[src/hw/out_writer_pkg.sv]
`default_nettype none

package out_writer_pkg;

  // Stream count and data path
  localparam int N_STRM = 2;
  localparam int DATA_BITS = 64;
  localparam int KEEP_BITS = DATA_BITS / 8;
  localparam int BEAT_BYTES = KEEP_BITS;

  // Chunking and completion limits
  localparam int TRANSFER_BYTES = 256;
  localparam int MAX_OUTSTANDING = 4;

  // Host request fields
  localparam int VADDR_BITS = 48;
  localparam int LEN_BITS = 28;
  localparam int STRM_BITS = 1;
  localparam int REQ_BITS = VADDR_BITS + LEN_BITS + STRM_BITS + 1;
  localparam int NOTIFY_BITS = STRM_BITS + LEN_BITS;

  // Counter widths
  localparam int OUTST_BITS = 3;
  // Holds 0..TRANSFER_BYTES inclusive
  localparam int CHUNK_BITS = $clog2(TRANSFER_BYTES) + 1;

  typedef logic [DATA_BITS-1:0] data_t;
  typedef logic [KEEP_BITS-1:0] keep_t;
  typedef logic [VADDR_BITS-1:0] vaddr_t;
  typedef logic [LEN_BITS-1:0] len_t;
  typedef logic [STRM_BITS-1:0] strm_id_t;

  // {vaddr, len, strm, last} from the top bit down
  typedef logic [REQ_BITS-1:0] req_t;

  // {strm, total bytes}
  typedef logic [NOTIFY_BITS-1:0] notify_t;

  // Stream writer FSM
  typedef enum logic [1:0] {
    SW_DATA,
    SW_REQ,
    SW_NOTIFY
  } sw_state_t;

endpackage

`default_nettype wire

[src/hw/axis_skid_buffer.sv]
`timescale 1ns/1ps
`default_nettype none

module axis_skid_buffer
  import out_writer_pkg::*;
(
  input  logic  clk,
  input  logic  rst_n,
  input  logic  in_valid,
  output logic  in_ready,
  input  data_t in_data,
  input  keep_t in_keep,
  input  logic  in_last,
  output logic  out_valid,
  input  logic  out_ready,
  output data_t out_data,
  output keep_t out_keep,
  output logic  out_last
);

  // Skid entry catches the beat taken while in_ready was still high
  logic  skid_valid;
  data_t skid_data;
  keep_t skid_keep;
  logic  skid_last;

  logic in_fire;
  logic main_load;

  assign in_fire = in_valid && in_ready;
  // Main register is free or drains this cycle
  assign main_load = !out_valid || out_ready;

  // Control state
  always_ff @(posedge clk or negedge rst_n) begin
    if (!rst_n) begin
      out_valid  <= 1'b0;
      skid_valid <= 1'b0;
      in_ready   <= 1'b0;
    end else begin
      if (main_load) begin
        out_valid  <= skid_valid || in_fire;
        skid_valid <= 1'b0;
        in_ready   <= 1'b1;
      end else if (in_fire) begin
        // Output stalled, park the beat and close the input
        skid_valid <= 1'b1;
        in_ready   <= 1'b0;
      end
    end
  end

  // Payload registers
  always_ff @(posedge clk) begin
    if (main_load) begin
      if (skid_valid) begin
        out_data <= skid_data;
        out_keep <= skid_keep;
        out_last <= skid_last;
      end else if (in_fire) begin
        out_data <= in_data;
        out_keep <= in_keep;
        out_last <= in_last;
      end
    end else if (in_fire) begin
      skid_data <= in_data;
      skid_keep <= in_keep;
      skid_last <= in_last;
    end
  end

endmodule

`default_nettype wire

[config.mk]
export PLATFORM = sky130hd
export DESIGN_NAME = axis_skid_buffer
export DESIGN_NICKNAME = d
export VERILOG_FILES = /design/src/hw/out_writer_pkg.sv /design/src/hw/axis_skid_buffer.sv
export SDC_FILE = /design/constraint.sdc
export NUM_CORES = 1
export LEC_CHECK = 0
export BUFFER_PORTS_ARGS = -buffer_cell sky130_fd_sc_hd__clkbuf_2
export CAP_MARGIN = 20
export CELL_PAD_IN_SITES_DETAIL_PLACEMENT = 2
export CELL_PAD_IN_SITES_GLOBAL_PLACEMENT = 2
export CORE_ASPECT_RATIO = 0.9
export CORE_MARGIN = 2
export CORE_UTILIZATION = 30
export CTS_CLUSTER_SIZE = 16
export DETAILED_ROUTE_END_ITERATION = 16
export HOLD_SLACK_MARGIN = 0.06
export PLACE_DENSITY = 0.73
export RECOVER_POWER = 25
export SLEW_MARGIN = 10
export SYNTH_ARGS = -nofsm -noshare
export SYNTH_HDL_FRONTEND = slang
export SYNTH_SLANG_ARGS = --single-unit
[constraint.sdc]
create_clock -name clk -period 6.4 [get_ports clk]
set_input_delay 1.92 -clock clk [delete_from_list [all_inputs] [get_ports clk]]
set_output_delay 1.92 -clock clk [all_outputs]
set_load 0.01 [all_outputs]
Word level (Yosys, flattened, before mapping)
Index checks and enable logic that the tools add are counted.
{"block": "word_totals", "ff_bits": 149, "wordCells": 28, "in_bits": 77}
{"block": "op_classes", "n_bitwise": 1, "n_mux": 10, "n_reduce_logical": 8}
{"cell": "64-bit 2-to-1 mux", "n": 2}
{"cell": "8-bit 2-to-1 mux", "n": 2}
{"cell": "1-bit 2-to-1 mux", "n": 6}
{"cell": "2-bit AND reduction", "n": 2}
{"cell": "2-bit nonzero test", "n": 2}
{"cell": "1-bit logical OR", "n": 2}
{"cell": "1-bit logical AND", "n": 1}
{"cell": "1-bit logical NOT", "n": 1}
{"cell": "1-bit NOT", "n": 1}

Logic depth before layout (Yosys ltp)
{"block": "logic_depth", "depth_word": 4, "ltp_mapped": 4, "mapped_depth_nobuf": 2}

Worst setup path before layout
No wires, ideal clock.
{"block": "synth_path", "path_type": "input to register", "start": "input port in_valid", "end": "register out_data[0] (enable)", "n_path_buf": 0, "path_stages": 2, "slack_ps": 816, "arrival_ps": 5079, "cell_sequence": "a21oi_1 > nor2_1"}
{"block": "synth_via", "elab_chain_cells": 3}
{"item": "start, declared", "line": "axis_skid_buffer.sv:9", "rtl": "input logic in_valid,"}
{"item": "1-bit logical AND", "line": "axis_skid_buffer.sv:30", "rtl": "assign in_fire = in_valid && in_ready;"}
{"item": "2-bit nonzero test (no source line)"}
{"item": "2-bit AND reduction (no source line)"}
{"item": "end signal, assigned", "line": "axis_skid_buffer.sv:57", "rtl": "out_data <= skid_data;"}
{"item": "end signal, assigned", "line": "axis_skid_buffer.sv:61", "rtl": "out_data <= in_data;"}
{"item": "end, declared", "line": "axis_skid_buffer.sv:16", "rtl": "output data_t out_data,"}
No other way between the ends.
A chain may end at the register's enable or synchronous reset.

Final worst setup path
{"block": "layout_path", "start": "input port in_valid", "end": "register out_data[32] (enable)"}
Same word-level chain as after synthesis.

==> impl_metrics.py <==
metrics = {
    "grt": {
        "grt_usage_pct": 12.2,
        "overflow": 0,
        "antenna_found_initial": 0,
        "grt_max_degree": 74,
        "grt_pass1_vias": 3245,
        "grt_pass1_wl_mm": 18.2,
    },
    "synthesis": {
        "synth_cell_type_count": 14,
        "synth_top_area_cell": "edfxtp_1",
        "ys_top_cells_by_area": "edfxtp_1 (78%), mux2_4 (16%), mux2_2 (2.8%)",
        "synth_seq_cells": 149,
        "syn-num-nets": 316,
        "synth_most_common_cell": "edfxtp_1",
        "synthesis.area_mm2": 0.00563,
        "synth_top_area_share_pct": 77.9,
        "async_flop_share_pct": 2.01,
        "synth-main-ff-cell": "edfxtp_1",
        "synthCells": 239,
        "syn_avg_cell_area_um2": 23.6,
        "yosysSeqAreaShare_pct": 79.2,
        "synth_warnings": 0,
        "synthTopCellsByCount": "edfxtp_1 (146), mux2_4 (59), mux2_2 (14), buf_6 (7), dfrtp_1 (3)",
        "synth-edff-count": 146,
    },
    "detailed_routing": {
        "drt_wl_total_mm": 11.8,
        "vias": 2800,
        "wl_met1_mm": 4.82,
        "routed.top_layer": "met4",
        "wire_per_inst_um": 17.8,
        "drc": 0,
        "drt_first_iter_violations": 94,
        "dr_wl_met3_um": 727,
        "ant_nets": 0,
        "viasPerCell": 4.23,
        "wl_met2_mm": 6.07,
        "drt_first_pass_iters": 4,
    },
    "min_path": {
        "hold_depth": 1,
        "min_to": "out_data[57]$_DFFE_PP_",
        "hold_start": "skid_data[57]$_DFFE_PP_",
        "hp-class": "reg -> reg",
    },
    "pwr": {
        "power_switching_mw": 0.566,
        "ir_worst_vdd_mv": 0.176,
        "p_per_area_mw_per_mm2": 332,
        "leakage_nw": 2.55,
        "switching_share_pct": 24.1,
        "clockPowerShare_pct": 39.0,
        "comb_power_share_pct": 9.9,
        "seq_power_share_pct": 51.2,
        "power.internal_mw": 1.78,
    },
    "worst_setup_path": {
        "crit_type": "in -> reg",
        "cp_slowest_cell": "buf_4",
        "reg2regPathDepth": 3,
        "required_ps": 6430,
        "reg2reg_from": "skid_valid$_DFFE_PN0P_",
        "crit_arrival_ps": 3140,
        "cp_cell_sequence": "clkbuf_2 > a21oi_1 > nor2_4 > buf_4",
        "rrSetupSlack_ps": 4240,
        "crit_path_start_kind": "input port",
        "end_kind": "flop",
        "regToRegEndpoint": "out_data[32]$_DFFE_PP_",
        "worstPathMaxFanout": 73,
        "critPathMaxStageDelay_ps": 730,
    },
    "place": {
        "portBuffers": 151,
        "dp_hpwl_mm": 7.82,
        "dp.cells": 629,
        "place_congestion": 0.698,
    },
    "clock_network": {
        "cts_hold_buffers": 0,
        "clk_latency_ps": 410,
        "htreeDepth": 4,
        "path_clk_slew_ps": 60,
        "post_cts_buffers": 0,
        "ctsResizeCount": 0,
        "cts_root_buffer": "clkbuf_16",
        "numCtsBuffers": 17,
        "cts_tree": "built",
        "cts_num_sinks": 149,
        "cts_buffer_depth": 2,
    },
    "flow_run": {
        "cap_viol_max_count": 0,
    },
    "finish": {
        "drive_above_1_share_pct": 41.5,
        "utilization_pct": 38.4,
        "layout.nets": 481,
        "syn_to_final_growth_pct": 25.4,
        "nFillCells": 1829,
        "diodes": 0,
        "final_cells": 662,
    },
    "floorplan": {
        "core_area_mm2": 0.0184,
        "start_util_pct": 30.6,
        "pin_count": 152,
        "die_x_um": 148,
        "rows": 47,
        "fp.dieArea_mm2": 0.0199,
        "fp.dieH_um": 134,
    },
    "timing": {
        "drv_slew": 0,
        "finalHoldViolations": 0,
        "rsz0062_at_grt": "false",
        "min_period_over_period_pct": 48.6,
        "tightest_slew_ps": 1020,
        "whs_ps": 543,
        "setup_viol": 0,
        "fin_tns_setup_ps": 0,
        "min_period_ps": 3110,
        "fin_skew_ps": 6.74,
        "slew_headroom_pct": 31.9,
        "max_freq_mhz": 321,
    },
    "run_status": {
        "outcome": "completed",
    },
}
==> cells by family after synthesis <==
logic type	Yosys count	synth area share (%)
compound gates	2	0.178
buf+inv	9	1.56
flops	149	79.2
mux	73	18.5
simple gates	6	0.534
==> registers in the layout (all words and copies together), names as in the netlist <==
| register | cells |
|---|---|
| out_valid | 1 |
| skid_last | 1 |
| out_data | 64 |
| out_keep | 8 |
| out_last | 1 |
| in_ready | 1 |
| skid_data | 64 |
| skid_valid | 1 |
| skid_keep | 8 |
==> layout by cell type (no fill, tap or decap), types with 2 or more instances in the layout <==
cell / count
mux2_2: 14
inv_6: 5
clkbuf_1: 71
clkbuf_16: 17
dfrtp_1: 2
edfxtp_1: 146
buf_4: 2
clkinvlp_4: 3
clkbuf_2: 80
mux2_1: 17
mux2_4: 42
clkinv_4: 6
==> area by class of cell <==
type	count	area [µm²]	area share, %
clock buffer	17	425	6.02
clock inverter	15	123	1.74
inverter	1	3.75	0.0531
multi-input combinational	81	1030	14.6
sequential	149	4460	63.2
tap	245	307	4.34
timing repair buffer	154	709	10.0
==> worst max-delay path, delay by kind of cell <==
kind                   cells  cell delay, ps
and+or+nand+nor            1             130
AOI/OAI and AO/OA          1             140
buffers and inverters      2             830
==> routing by layer <==
layer | up-vias | GRT usage, %
met4 | 0 | 4.55
met5 | - | 0
met3 | 11 | 4.15
li1 | 1283 | -
met2 | 106 | 20.8
met1 | 1400 | 14.4
==> worst max-delay path by stage <==
stage / start / end / slack [ps] / cells after the start
finish: in_valid / out_data[32]$_DFFE_PP_ / 3290 / 4
CTS: out_ready / skid_data[2]$_DFFE_PP_ / 3140 / 3
global route: in_valid / out_data[2]$_DFFE_PP_ / 3220 / 4
floorplan: in_valid / out_data[0]$_DFFE_PP_ / 820 / 2
detailed placement: out_ready / skid_data[20]$_DFFE_PP_ / 2680 / 3
global placement: out_ready / skid_data[15]$_DFFE_PP_ / 2780 / 3
==> stage by stage <==
stage / cell area (µm²) / power, mW / setup slack, ps
after global routing: 7060 / 2.45 / 3220
final: 7060 / 2.34 / 3290
after global placement: 6640 / 1.46 / 2780
after detailed placement: 6640 / 1.48 / 2680
after floorplan: 5630 / 1.37 / 816
after CTS: 7190 / 2.41 / 3140
==> power groups by stage <==
stage          clock, mW  sequential (mW)  combinational, mW
2_1_floorplan          0             1.24              0.125
3_3_place_gp           0             1.22              0.243
3_5_place_dp           0             1.22              0.251
4_1_cts            0.950             1.20              0.252
5_1_grt            0.990             1.21              0.254
6_report           0.914             1.20              0.231
No activity file was read; power rests on OpenSTA's default activity.
