[config.mk]
export PLATFORM = sky130hd
export DESIGN_NAME = stream_writer
export DESIGN_NICKNAME = d
export VERILOG_FILES = /design/src/hw/out_writer_pkg.sv /design/src/hw/stream_writer.sv
export SDC_FILE = /design/constraint.sdc
export NUM_CORES = 1
export LEC_CHECK = 0
export ABC_AREA = 1
export BUFFER_PORTS_ARGS = -buffer_cell sky130_fd_sc_hd__buf_2
export CAP_MARGIN = 10
export CELL_PAD_IN_SITES_DETAIL_PLACEMENT = 1
export CELL_PAD_IN_SITES_GLOBAL_PLACEMENT = 1
export CORE_ASPECT_RATIO = 0.8
export CORE_MARGIN = 4
export CORE_UTILIZATION = 38
export DETAILED_ROUTE_END_ITERATION = 16
export PLACE_DENSITY_LB_ADDON = 0.12
export SLEW_MARGIN = 40
export SYNTH_ARGS = -nofsm -noshare
export SYNTH_HDL_FRONTEND = slang
export SYNTH_SLANG_ARGS = --single-unit
export TNS_END_PERCENT = 10
[constraint.sdc]
create_clock -name clk -period 6.5 [get_ports clk]
set_input_delay 1.3 -clock clk [delete_from_list [all_inputs] [get_ports clk]]
set_output_delay 1.3 -clock clk [all_outputs]
set_load 0.1 [all_outputs]
[src/hw/out_writer_pkg.sv]
`default_nettype none

package out_writer_pkg;

  // Stream count and data path
  localparam int N_STRM = 2;
  localparam int DATA_BITS = 64;
  localparam int KEEP_BITS = DATA_BITS / 8;
  localparam int BEAT_BYTES = KEEP_BITS;

  // Chunking and completion limits
  localparam int TRANSFER_BYTES = 256;
  localparam int MAX_OUTSTANDING = 4;

  // Host request fields
  localparam int VADDR_BITS = 48;
  localparam int LEN_BITS = 28;
  localparam int STRM_BITS = 1;
  localparam int REQ_BITS = VADDR_BITS + LEN_BITS + STRM_BITS + 1;
  localparam int NOTIFY_BITS = STRM_BITS + LEN_BITS;

  // Counter widths
  localparam int OUTST_BITS = 3;
  // Holds 0..TRANSFER_BYTES inclusive
  localparam int CHUNK_BITS = $clog2(TRANSFER_BYTES) + 1;

  typedef logic [DATA_BITS-1:0] data_t;
  typedef logic [KEEP_BITS-1:0] keep_t;
  typedef logic [VADDR_BITS-1:0] vaddr_t;
  typedef logic [LEN_BITS-1:0] len_t;
  typedef logic [STRM_BITS-1:0] strm_id_t;

  // {vaddr, len, strm, last} from the top bit down
  typedef logic [REQ_BITS-1:0] req_t;

  // {strm, total bytes}
  typedef logic [NOTIFY_BITS-1:0] notify_t;

  // Stream writer FSM
  typedef enum logic [1:0] {
    SW_DATA,
    SW_REQ,
    SW_NOTIFY
  } sw_state_t;

endpackage

`default_nettype wire

[src/hw/stream_writer.sv]
`timescale 1ns/1ps
`default_nettype none

module stream_writer
  import out_writer_pkg::*;
#(
  parameter int STRM_ID = 0
) (
  input  logic     clk,
  input  logic     rst_n,
  input  logic     cfg_valid,
  input  vaddr_t   cfg_vaddr,
  input  logic     in_valid,
  output logic     in_ready,
  input  data_t    in_data,
  input  keep_t    in_keep,
  input  logic     in_last,
  output logic     out_valid,
  input  logic     out_ready,
  output data_t    out_data,
  output keep_t    out_keep,
  output logic     out_last,
  output logic     req_valid,
  input  logic     req_ready,
  output req_t     req,
  input  logic     cq_valid,
  input  strm_id_t cq_strm,
  output logic     notify_valid,
  input  logic     notify_ready,
  output notify_t  notify
);

  sw_state_t state;

  // Buffer base and running offset into it
  vaddr_t base;
  vaddr_t offset;

  // Bytes in the chunk being sent, and over the whole stream
  logic [CHUNK_BITS-1:0] chunk_bytes;
  len_t                  total_bytes;

  // Length and last flag of the chunk awaiting its request
  logic [CHUNK_BITS-1:0] chunk_len;
  logic                  last_chunk;

  // Requests issued but not yet completed
  logic [OUTST_BITS-1:0] outst;

  logic [CHUNK_BITS-1:0] beat_bytes;
  logic [CHUNK_BITS-1:0] chunk_next;
  logic                  chunk_end;
  logic                  at_limit;
  logic                  pass_en;
  logic                  beat_fire;
  logic                  req_fire;
  logic                  notify_fire;
  logic                  cq_hit;

  // Byte count of this beat from keep
  always_comb begin
    beat_bytes = '0;
    for (int i = 0; i < KEEP_BITS; i++) begin
      beat_bytes = beat_bytes + CHUNK_BITS'(in_keep[i]);
    end
  end

  assign chunk_next = chunk_bytes + beat_bytes;
  // Chunk closes on a full transfer or on end of stream
  assign chunk_end  = (chunk_next >= CHUNK_BITS'(TRANSFER_BYTES)) || in_last;
  assign at_limit   = (outst == OUTST_BITS'(MAX_OUTSTANDING));
  assign pass_en    = (state == SW_DATA) && !at_limit;

  // Data path passes straight through while in SW_DATA
  assign out_valid = in_valid && pass_en;
  assign in_ready  = out_ready && pass_en;
  assign out_data  = in_data;
  assign out_keep  = in_keep;
  assign out_last  = chunk_end;

  assign beat_fire = in_valid && in_ready;

  // Request for the chunk just sent
  assign req_valid = (state == SW_REQ);
  assign req       = {base + offset, LEN_BITS'(chunk_len), strm_id_t'(STRM_ID), last_chunk};
  assign req_fire  = req_valid && req_ready;

  // Notify waits until every chunk of the stream is acknowledged
  assign notify_valid = (state == SW_NOTIFY) && (outst == '0);
  assign notify       = {strm_id_t'(STRM_ID), total_bytes};
  assign notify_fire  = notify_valid && notify_ready;

  // Only completions tagged with this stream count
  assign cq_hit = cq_valid && (cq_strm == strm_id_t'(STRM_ID));

  // FSM and byte counters
  always_ff @(posedge clk or negedge rst_n) begin
    if (!rst_n) begin
      state       <= SW_DATA;
      chunk_bytes <= '0;
      total_bytes <= '0;
      last_chunk  <= 1'b0;
    end else begin
      case (state)
        SW_DATA: begin
          if (beat_fire) begin
            total_bytes <= total_bytes + LEN_BITS'(beat_bytes);
            if (chunk_end) begin
              chunk_bytes <= '0;
              last_chunk  <= in_last;
              state       <= SW_REQ;
            end else begin
              chunk_bytes <= chunk_next;
            end
          end
        end
        SW_REQ: begin
          if (req_fire) begin
            state <= last_chunk ? SW_NOTIFY : SW_DATA;
          end
        end
        SW_NOTIFY: begin
          if (notify_fire) begin
            total_bytes <= '0;
            state       <= SW_DATA;
          end
        end
        default: begin
          state <= SW_DATA;
        end
      endcase
    end
  end

  // Chunk length captured on the closing beat
  always_ff @(posedge clk) begin
    if (beat_fire && chunk_end) begin
      chunk_len <= chunk_next;
    end
  end

  // Address state, cfg reloads the base and restarts the offset
  always_ff @(posedge clk or negedge rst_n) begin
    if (!rst_n) begin
      base   <= '0;
      offset <= '0;
    end else if (cfg_valid) begin
      base   <= cfg_vaddr;
      offset <= '0;
    end else if (req_fire) begin
      offset <= offset + VADDR_BITS'(chunk_len);
    end
  end

  // Outstanding counter, issue and completion may coincide
  always_ff @(posedge clk or negedge rst_n) begin
    if (!rst_n) begin
      outst <= '0;
    end else begin
      case ({req_fire, cq_hit})
        2'b10:   outst <= outst + 1'b1;
        2'b01:   outst <= outst - 1'b1;
        default: outst <= outst;
      endcase
    end
  end

endmodule

`default_nettype wire

Yosys cells after proc, flatten, opt, wreduce, memory -nomap -nowiden

Cells that the tools add are included.

Multiplexer cells: 13
Magnitude comparators: 1
Add/subtract/negate cells: 13
Bitwise gates (word level): 1
Equality and inequality tests: 9
Reduce and logical (&&, ||, !) cells: 20

Operator list:

| operator                                                              | count |
|---|---|
| 48-bit two-way mux                                                    | 2 |
| 28-bit two-way mux                                                    | 2 |
| 28-bit one-hot mux with 2 select lines                                | 1 |
| 48-bit adder                                                          | 1 |
| 48-bit by 9-bit adder with 48-bit output                              | 1 |
| 28-bit by 8-bit adder with 28-bit output                              | 1 |
| 2-bit two-way mux                                                     | 5 |
| 9-bit by 8-bit adder with 9-bit output                                | 1 |
| 9-bit >= comparator, second input constant                            | 1 |
| 1-bit logical AND                                                     | 9 |
| 9-bit two-way mux                                                     | 1 |
| 7-bit by 1-bit adder with 8-bit output                                | 1 |
| 6-bit by 1-bit adder with 7-bit output                                | 1 |
| 5-bit by 1-bit adder with 6-bit output                                | 1 |
| 2-bit inequality test, second input constant                          | 3 |
| 2-bit one-hot mux with 3 select lines                                 | 1 |
| 3-bit one-hot mux with 2 select lines                                 | 1 |
| 3-bit AND reduction                                                   | 2 |
| 2-bit nonzero test                                                    | 3 |
| 4-bit by 1-bit adder with 5-bit output                                | 1 |
| 3-bit by 1-bit adder with 4-bit output                                | 1 |
| 2-bit by 1-bit equality test with 1-bit output, second input constant | 2 |
| 2-bit equality test, second input constant                            | 2 |
| 4-bit AND reduction                                                   | 1 |
| other kinds (12)                                                      | 12 |

Input port bits: 130
Flip-flop bits (word level): 148
Word-level logic and storage cells: 65

Logic depth before layout (Yosys ltp)

Depth in word-level cells: 13
Mapped depth: 19
Gate-level depth less buffers: 18

Least setup slack after synthesis

OpenSTA, ideal clock, no wires.

Kind: input to output
From: in in_keep[0]
To: out out_last
Buffers on the path: 0
Path slack: 0.055 ns
Stages: 13
Data arrival time: 5.145 ns
Cells stage by stage: inv_1 -> fa_1 -> fa_1 -> fa_1 -> inv_1 -> ha_1 -> fa_1 -> fa_1 -> nand3_1 -> nand3_1 -> nand3_1 -> nand2_1 -> nand3b_1

Cells in the longest elaborated chain, start to end: 10

RTL lines:

| element                                | line                | source |
|---|---|---|
| start, declared                        | stream_writer.sv:16 | `input keep_t in_keep,` |
| 1-bit by 1-bit adder with 2-bit output | stream_writer.sv:64 | `beat_bytes = beat_bytes + CHUNK_BITS'(in_keep[i]);` |
| 2-bit by 1-bit adder with 3-bit output | stream_writer.sv:64 |  |
| 3-bit by 1-bit adder with 4-bit output | stream_writer.sv:64 |  |
| 4-bit by 1-bit adder with 5-bit output | stream_writer.sv:64 |  |
| 5-bit by 1-bit adder with 6-bit output | stream_writer.sv:64 |  |
| 6-bit by 1-bit adder with 7-bit output | stream_writer.sv:64 |  |
| 7-bit by 1-bit adder with 8-bit output | stream_writer.sv:64 |  |
| 9-bit by 8-bit adder with 9-bit output | stream_writer.sv:68 | `assign chunk_next = chunk_bytes + beat_bytes;` |
| 9-bit >= comparator                    | stream_writer.sv:70 | `assign chunk_end = (chunk_next >= CHUNK_BITS'(TRANSFER_BYTES)) \|\| in_last;` |
| 1-bit logical OR                       | stream_writer.sv:70 |  |
| end, declared                          | stream_writer.sv:22 | `output logic out_last,` |

No other way between the ends.

Final worst setup path

Same ends and word-level chain as after synthesis.

==> metrics.md <==
| Metric | Value |
|---|---|
| Outcome | `completed` |
| Synth Register Bits | `148` |
| Core Area | `35000 um^2` |
| Fin. Hold Viols | `0` |
| Largest net degree at the start of global routing | `89` |
| CTS tree | `yes` |
| RSZ-0062 raised after global routing | `no` |
| Die Span X | `219 um` |
| Post-route setup TNS | `0 ns` |
| Overflow left after global routing | `0` |
| ANT cells | `0` |
| Total number of vias | `14000` |
| Syn avg cell area | `6.05 um^2` |
| CTS root buffer | `clkbuf_16` |
| F_max | `158 MHz` |
| Antenna viol nets, final | `0` |
| Hold_ws | `0.479 ns` |
| Fillers | `4824` |
| Layout cell share with drive strength beyond 1 | `9.72%` |
| Nets | `2539` |
| Critical path, cell by cell | `buf_2 > inv_1 > fa_1 > fa_1 > fa_1 > inv_1 > ha_1 > fa_1 > fa_1 > nand3_1 > nand3_1 > nand3_1 > nand2_1 > nand3b_1 > buf_12` |
| Post-Synthesis Cells | `2241` |
| GPL Wtd Cong | `0.907` |
| Initial Util | `38.8%` |
| H-Tree Depth | `4` |
| Slew Limit Headroom | `42.2%` |
| Most used cell, CP | `fa_1` |
| WP depth | `15` |
| DRT iter0 DRCs | `807` |
| Setup violations, final | `0` |
| Clk buf depth | `2` |
| Std cell rows | `61` |
| Flop2flop setup slack | `3.94 ns` |
| Drt first pass iters | `4` |
| DRC | `0` |
| Critical Path Start Type | `input port` |
| Worst path slowest cell | `fa_1` |
| DRT Wirelength | `50700 um` |
| Worst VDD drop | `0.000192 V` |
| Worst-Margin Slew | `0.860 ns` |
| HPWL Detailed | `42500 um` |
| Global-route wire length before repair | `79100 um` |
| Setup crit start | `in_keep[0]` |
| Leakage | `8.59 nW` |
| Hold depth | `2` |
| Layout area overhead | `10.3%` |
| Die Footprint | `38800 um^2` |
| CP endpoint kind | `output port` |
| Antenna violations before repair | `0` |
| Die height | `177 um` |
| Crit path max-delay family | `adder cells` |
| Top-level I/O count | `314` |
| R2R depth | `10` |
| Crit path buf inv count | `4` |
| PwrDens | `263 nW/um^2` |
| Clk_lat worst skew | `0.45 ns` |
| Seq/Total Area, Yosys | `27.7%` |
| Vias in the first global route | `14000` |
| Skew final | `0.0164 ns` |
| CP Data Arrival Time | `5.02 ns` |
| Port Buffers | `164` |
| Cell variety after synth | `38` |
| Period minus WS final | `6.32 ns` |
| Final Cycle Share | `97.2%` |
| Hold Startpoint | `base[12]$_DFFE_PN0P_` |
| Reg-to-Reg End | `chunk_len[7]$_DFFE_PP_` |
| Vias per cell | `4.99` |
| Critical Path Max Stage Delay | `0.55 ns` |
| Reg-to-Reg Start | `chunk_bytes[0]$_DFFE_PN0P_` |
| WHS Endpoint | `base[12]$_DFFE_PN0P_` |
| Drt wl/cell | `18.0 um` |
| Setup CP Type | `input port to output port` |
| CTS sink cnt | `148` |
| Cell area after synthesis | `13600 um^2` |
| Final Slew Violations | `0` |
| CP required | `5.20 ns` |
| CTS buffer count | `17` |
| Min-Delay Path Class | `register to register` |
| CTS clk-pin slew, worst paths | `0.07 ns` |
| Tot GR Track Use | `26.1%` |
| Synth Warn # | `0` |
| Max-cap violations | `0` |
| Crit path max fanout | `4` |
[routing by layer]
layer	global-route usage (%)	vias to the layer above	part of all wire (%)
met5	0	-	0
met4	4.87	0	1.4
met3	3.72	61	5.0
met2	38.9	340	42
met1	40.2	6758	52
li1	-	6885	-
[cell usage after synthesis, drive strengths merged]
library cell / n / area share [%]
nor3: 34 / 1.4
or2: 10 / 0.46
o31ai: 2 / 0.11
ha: 68 / 6.3
inv: 379 / 10
edfxtp: 9 / 2.0
and2: 3 / 0.14
clkinv: 3 / 0.083
nor4: 4 / 0.18
clkbuf: 19 / 0.53
a31oi: 1 / 0.046
nand3: 137 / 5.1
xor2: 30 / 1.9
conb: 1 / 0.028
nor2: 237 / 6.8
nand2: 891 / 25
xnor2: 13 / 0.84
buf: 102 / 5.6
dfrtp: 139 / 26
nand3b: 7 / 0.39
fa: 9 / 1.3
nand4: 43 / 2.0
o21ai: 40 / 1.5
o21bai: 10 / 0.55
a21o: 3 / 0.17
a21oi: 45 / 1.7
nor3b: 1 / 0.055
nand2b: 1 / 0.046
[cell usage in the layout, fill, tap and decap left out, types with 2 or more instances in the layout]
cell type | synthesis | layout
inv_1 | 378 | 378
buf_4 | 94 | 8
buf_12 | 0 | 2
nor2_2 | 2 | 2
a21oi_1 | 45 | 45
buf_2 | 6 | 162
o21bai_1 | 10 | 10
inv_2 | 1 | 2
inv_8 | 0 | 7
o21ai_0 | 38 | 38
nor2_1 | 233 | 233
nor3_1 | 31 | 31
ha_1 | 68 | 67
inv_6 | 0 | 2
clkinv_2 | 0 | 2
nand3b_1 | 7 | 7
a21o_1 | 3 | 3
or2_2 | 10 | 10
nand3_1 | 137 | 137
nand4_1 | 43 | 43
o31ai_1 | 2 | 2
bufinv_16 | 0 | 2
edfxtp_1 | 9 | 9
conb_1 | 1 | 21
clkinvlp_4 | 0 | 2
fa_1 | 9 | 9
xor2_1 | 30 | 29
nor4_1 | 4 | 4
clkbuf_16 | 0 | 17
nand2_1 | 891 | 891
nor3_2 | 2 | 2
dfrtp_1 | 139 | 139
xnor2_1 | 13 | 13
and2_1 | 3 | 3
[area by class of cell]
class,instances,area (um^2),area share (%)
clock inverters,15,185,1.24
inverters,382,1440,9.60
repair buffers,173,926,6.19
multi-input cells,1610,7640,51.1
flip-flops and latches,148,3750,25.1
clock buffers,17,425,2.85
well taps,472,591,3.95
[report_power, final]
group          switching (mW)  internal [mW]
sequential              0.101           1.04
clock                   0.479          0.586
combinational            1.37          0.353
total                    1.95           1.98
[cells by family (layout without fill, tap and decap cells)]
family                     Yosys count  in the layout  synth area share [%]
and+or+nand+nor                   1368           1368                  41.2
buffers and inverters              503            587                  16.7
DFF                                148            148                  27.7
AOI/OAI and AO/OA                  101            101                  4.04
adders and majority gates           77             77                  7.61
xor gates and xnor gates            43             43                  2.78
other                                1             21                0.0277
[state kept, by name, summed over array words and instances (netlist names)]
| signal | count |
|---|---|
| chunk_len | 9 |
| last_chunk | 1 |
| state | 2 |
| base | 48 |
| total_bytes | 28 |
| chunk_bytes | 9 |
| outst | 3 |
| offset | 48 |
[worst min-delay path: stages (launching register included)]
cell and delay, ns:
dfrtp_1 0.35, nand2_1 0.05, nand2_1 0.05
[worst max-delay path by stage]
stage                     endpoint
after detailed placement  out_last
after floorplan           out_last
after global placement    out_last
after CTS                 out_last
after global routing      out_last
final                     out_last
[timing repair]
item | 4_1_cts | 5_1_grt
endpoints found under the setup margin | 0 | 1
hold buffers | 0 | 0
gates resized for setup | 0 | 2
buffers inserted | 0 | 0
[stage by stage]
stage,total power [mW],std cells,worst slack [ns],cell area (um^2),utilization (%)
global route,4.12,2817,0.0254,14900,42.8
CTS,3.94,2817,0.165,14900,42.7
detailed placement,2.86,2785,0.194,14300,41.0
global placement,2.81,2785,0.357,14300,40.9
finish,3.93,2817,0.180,14900,42.8
floorplan,2.65,2261,0.0552,13600,-
(Power assumes the default switching activity.)
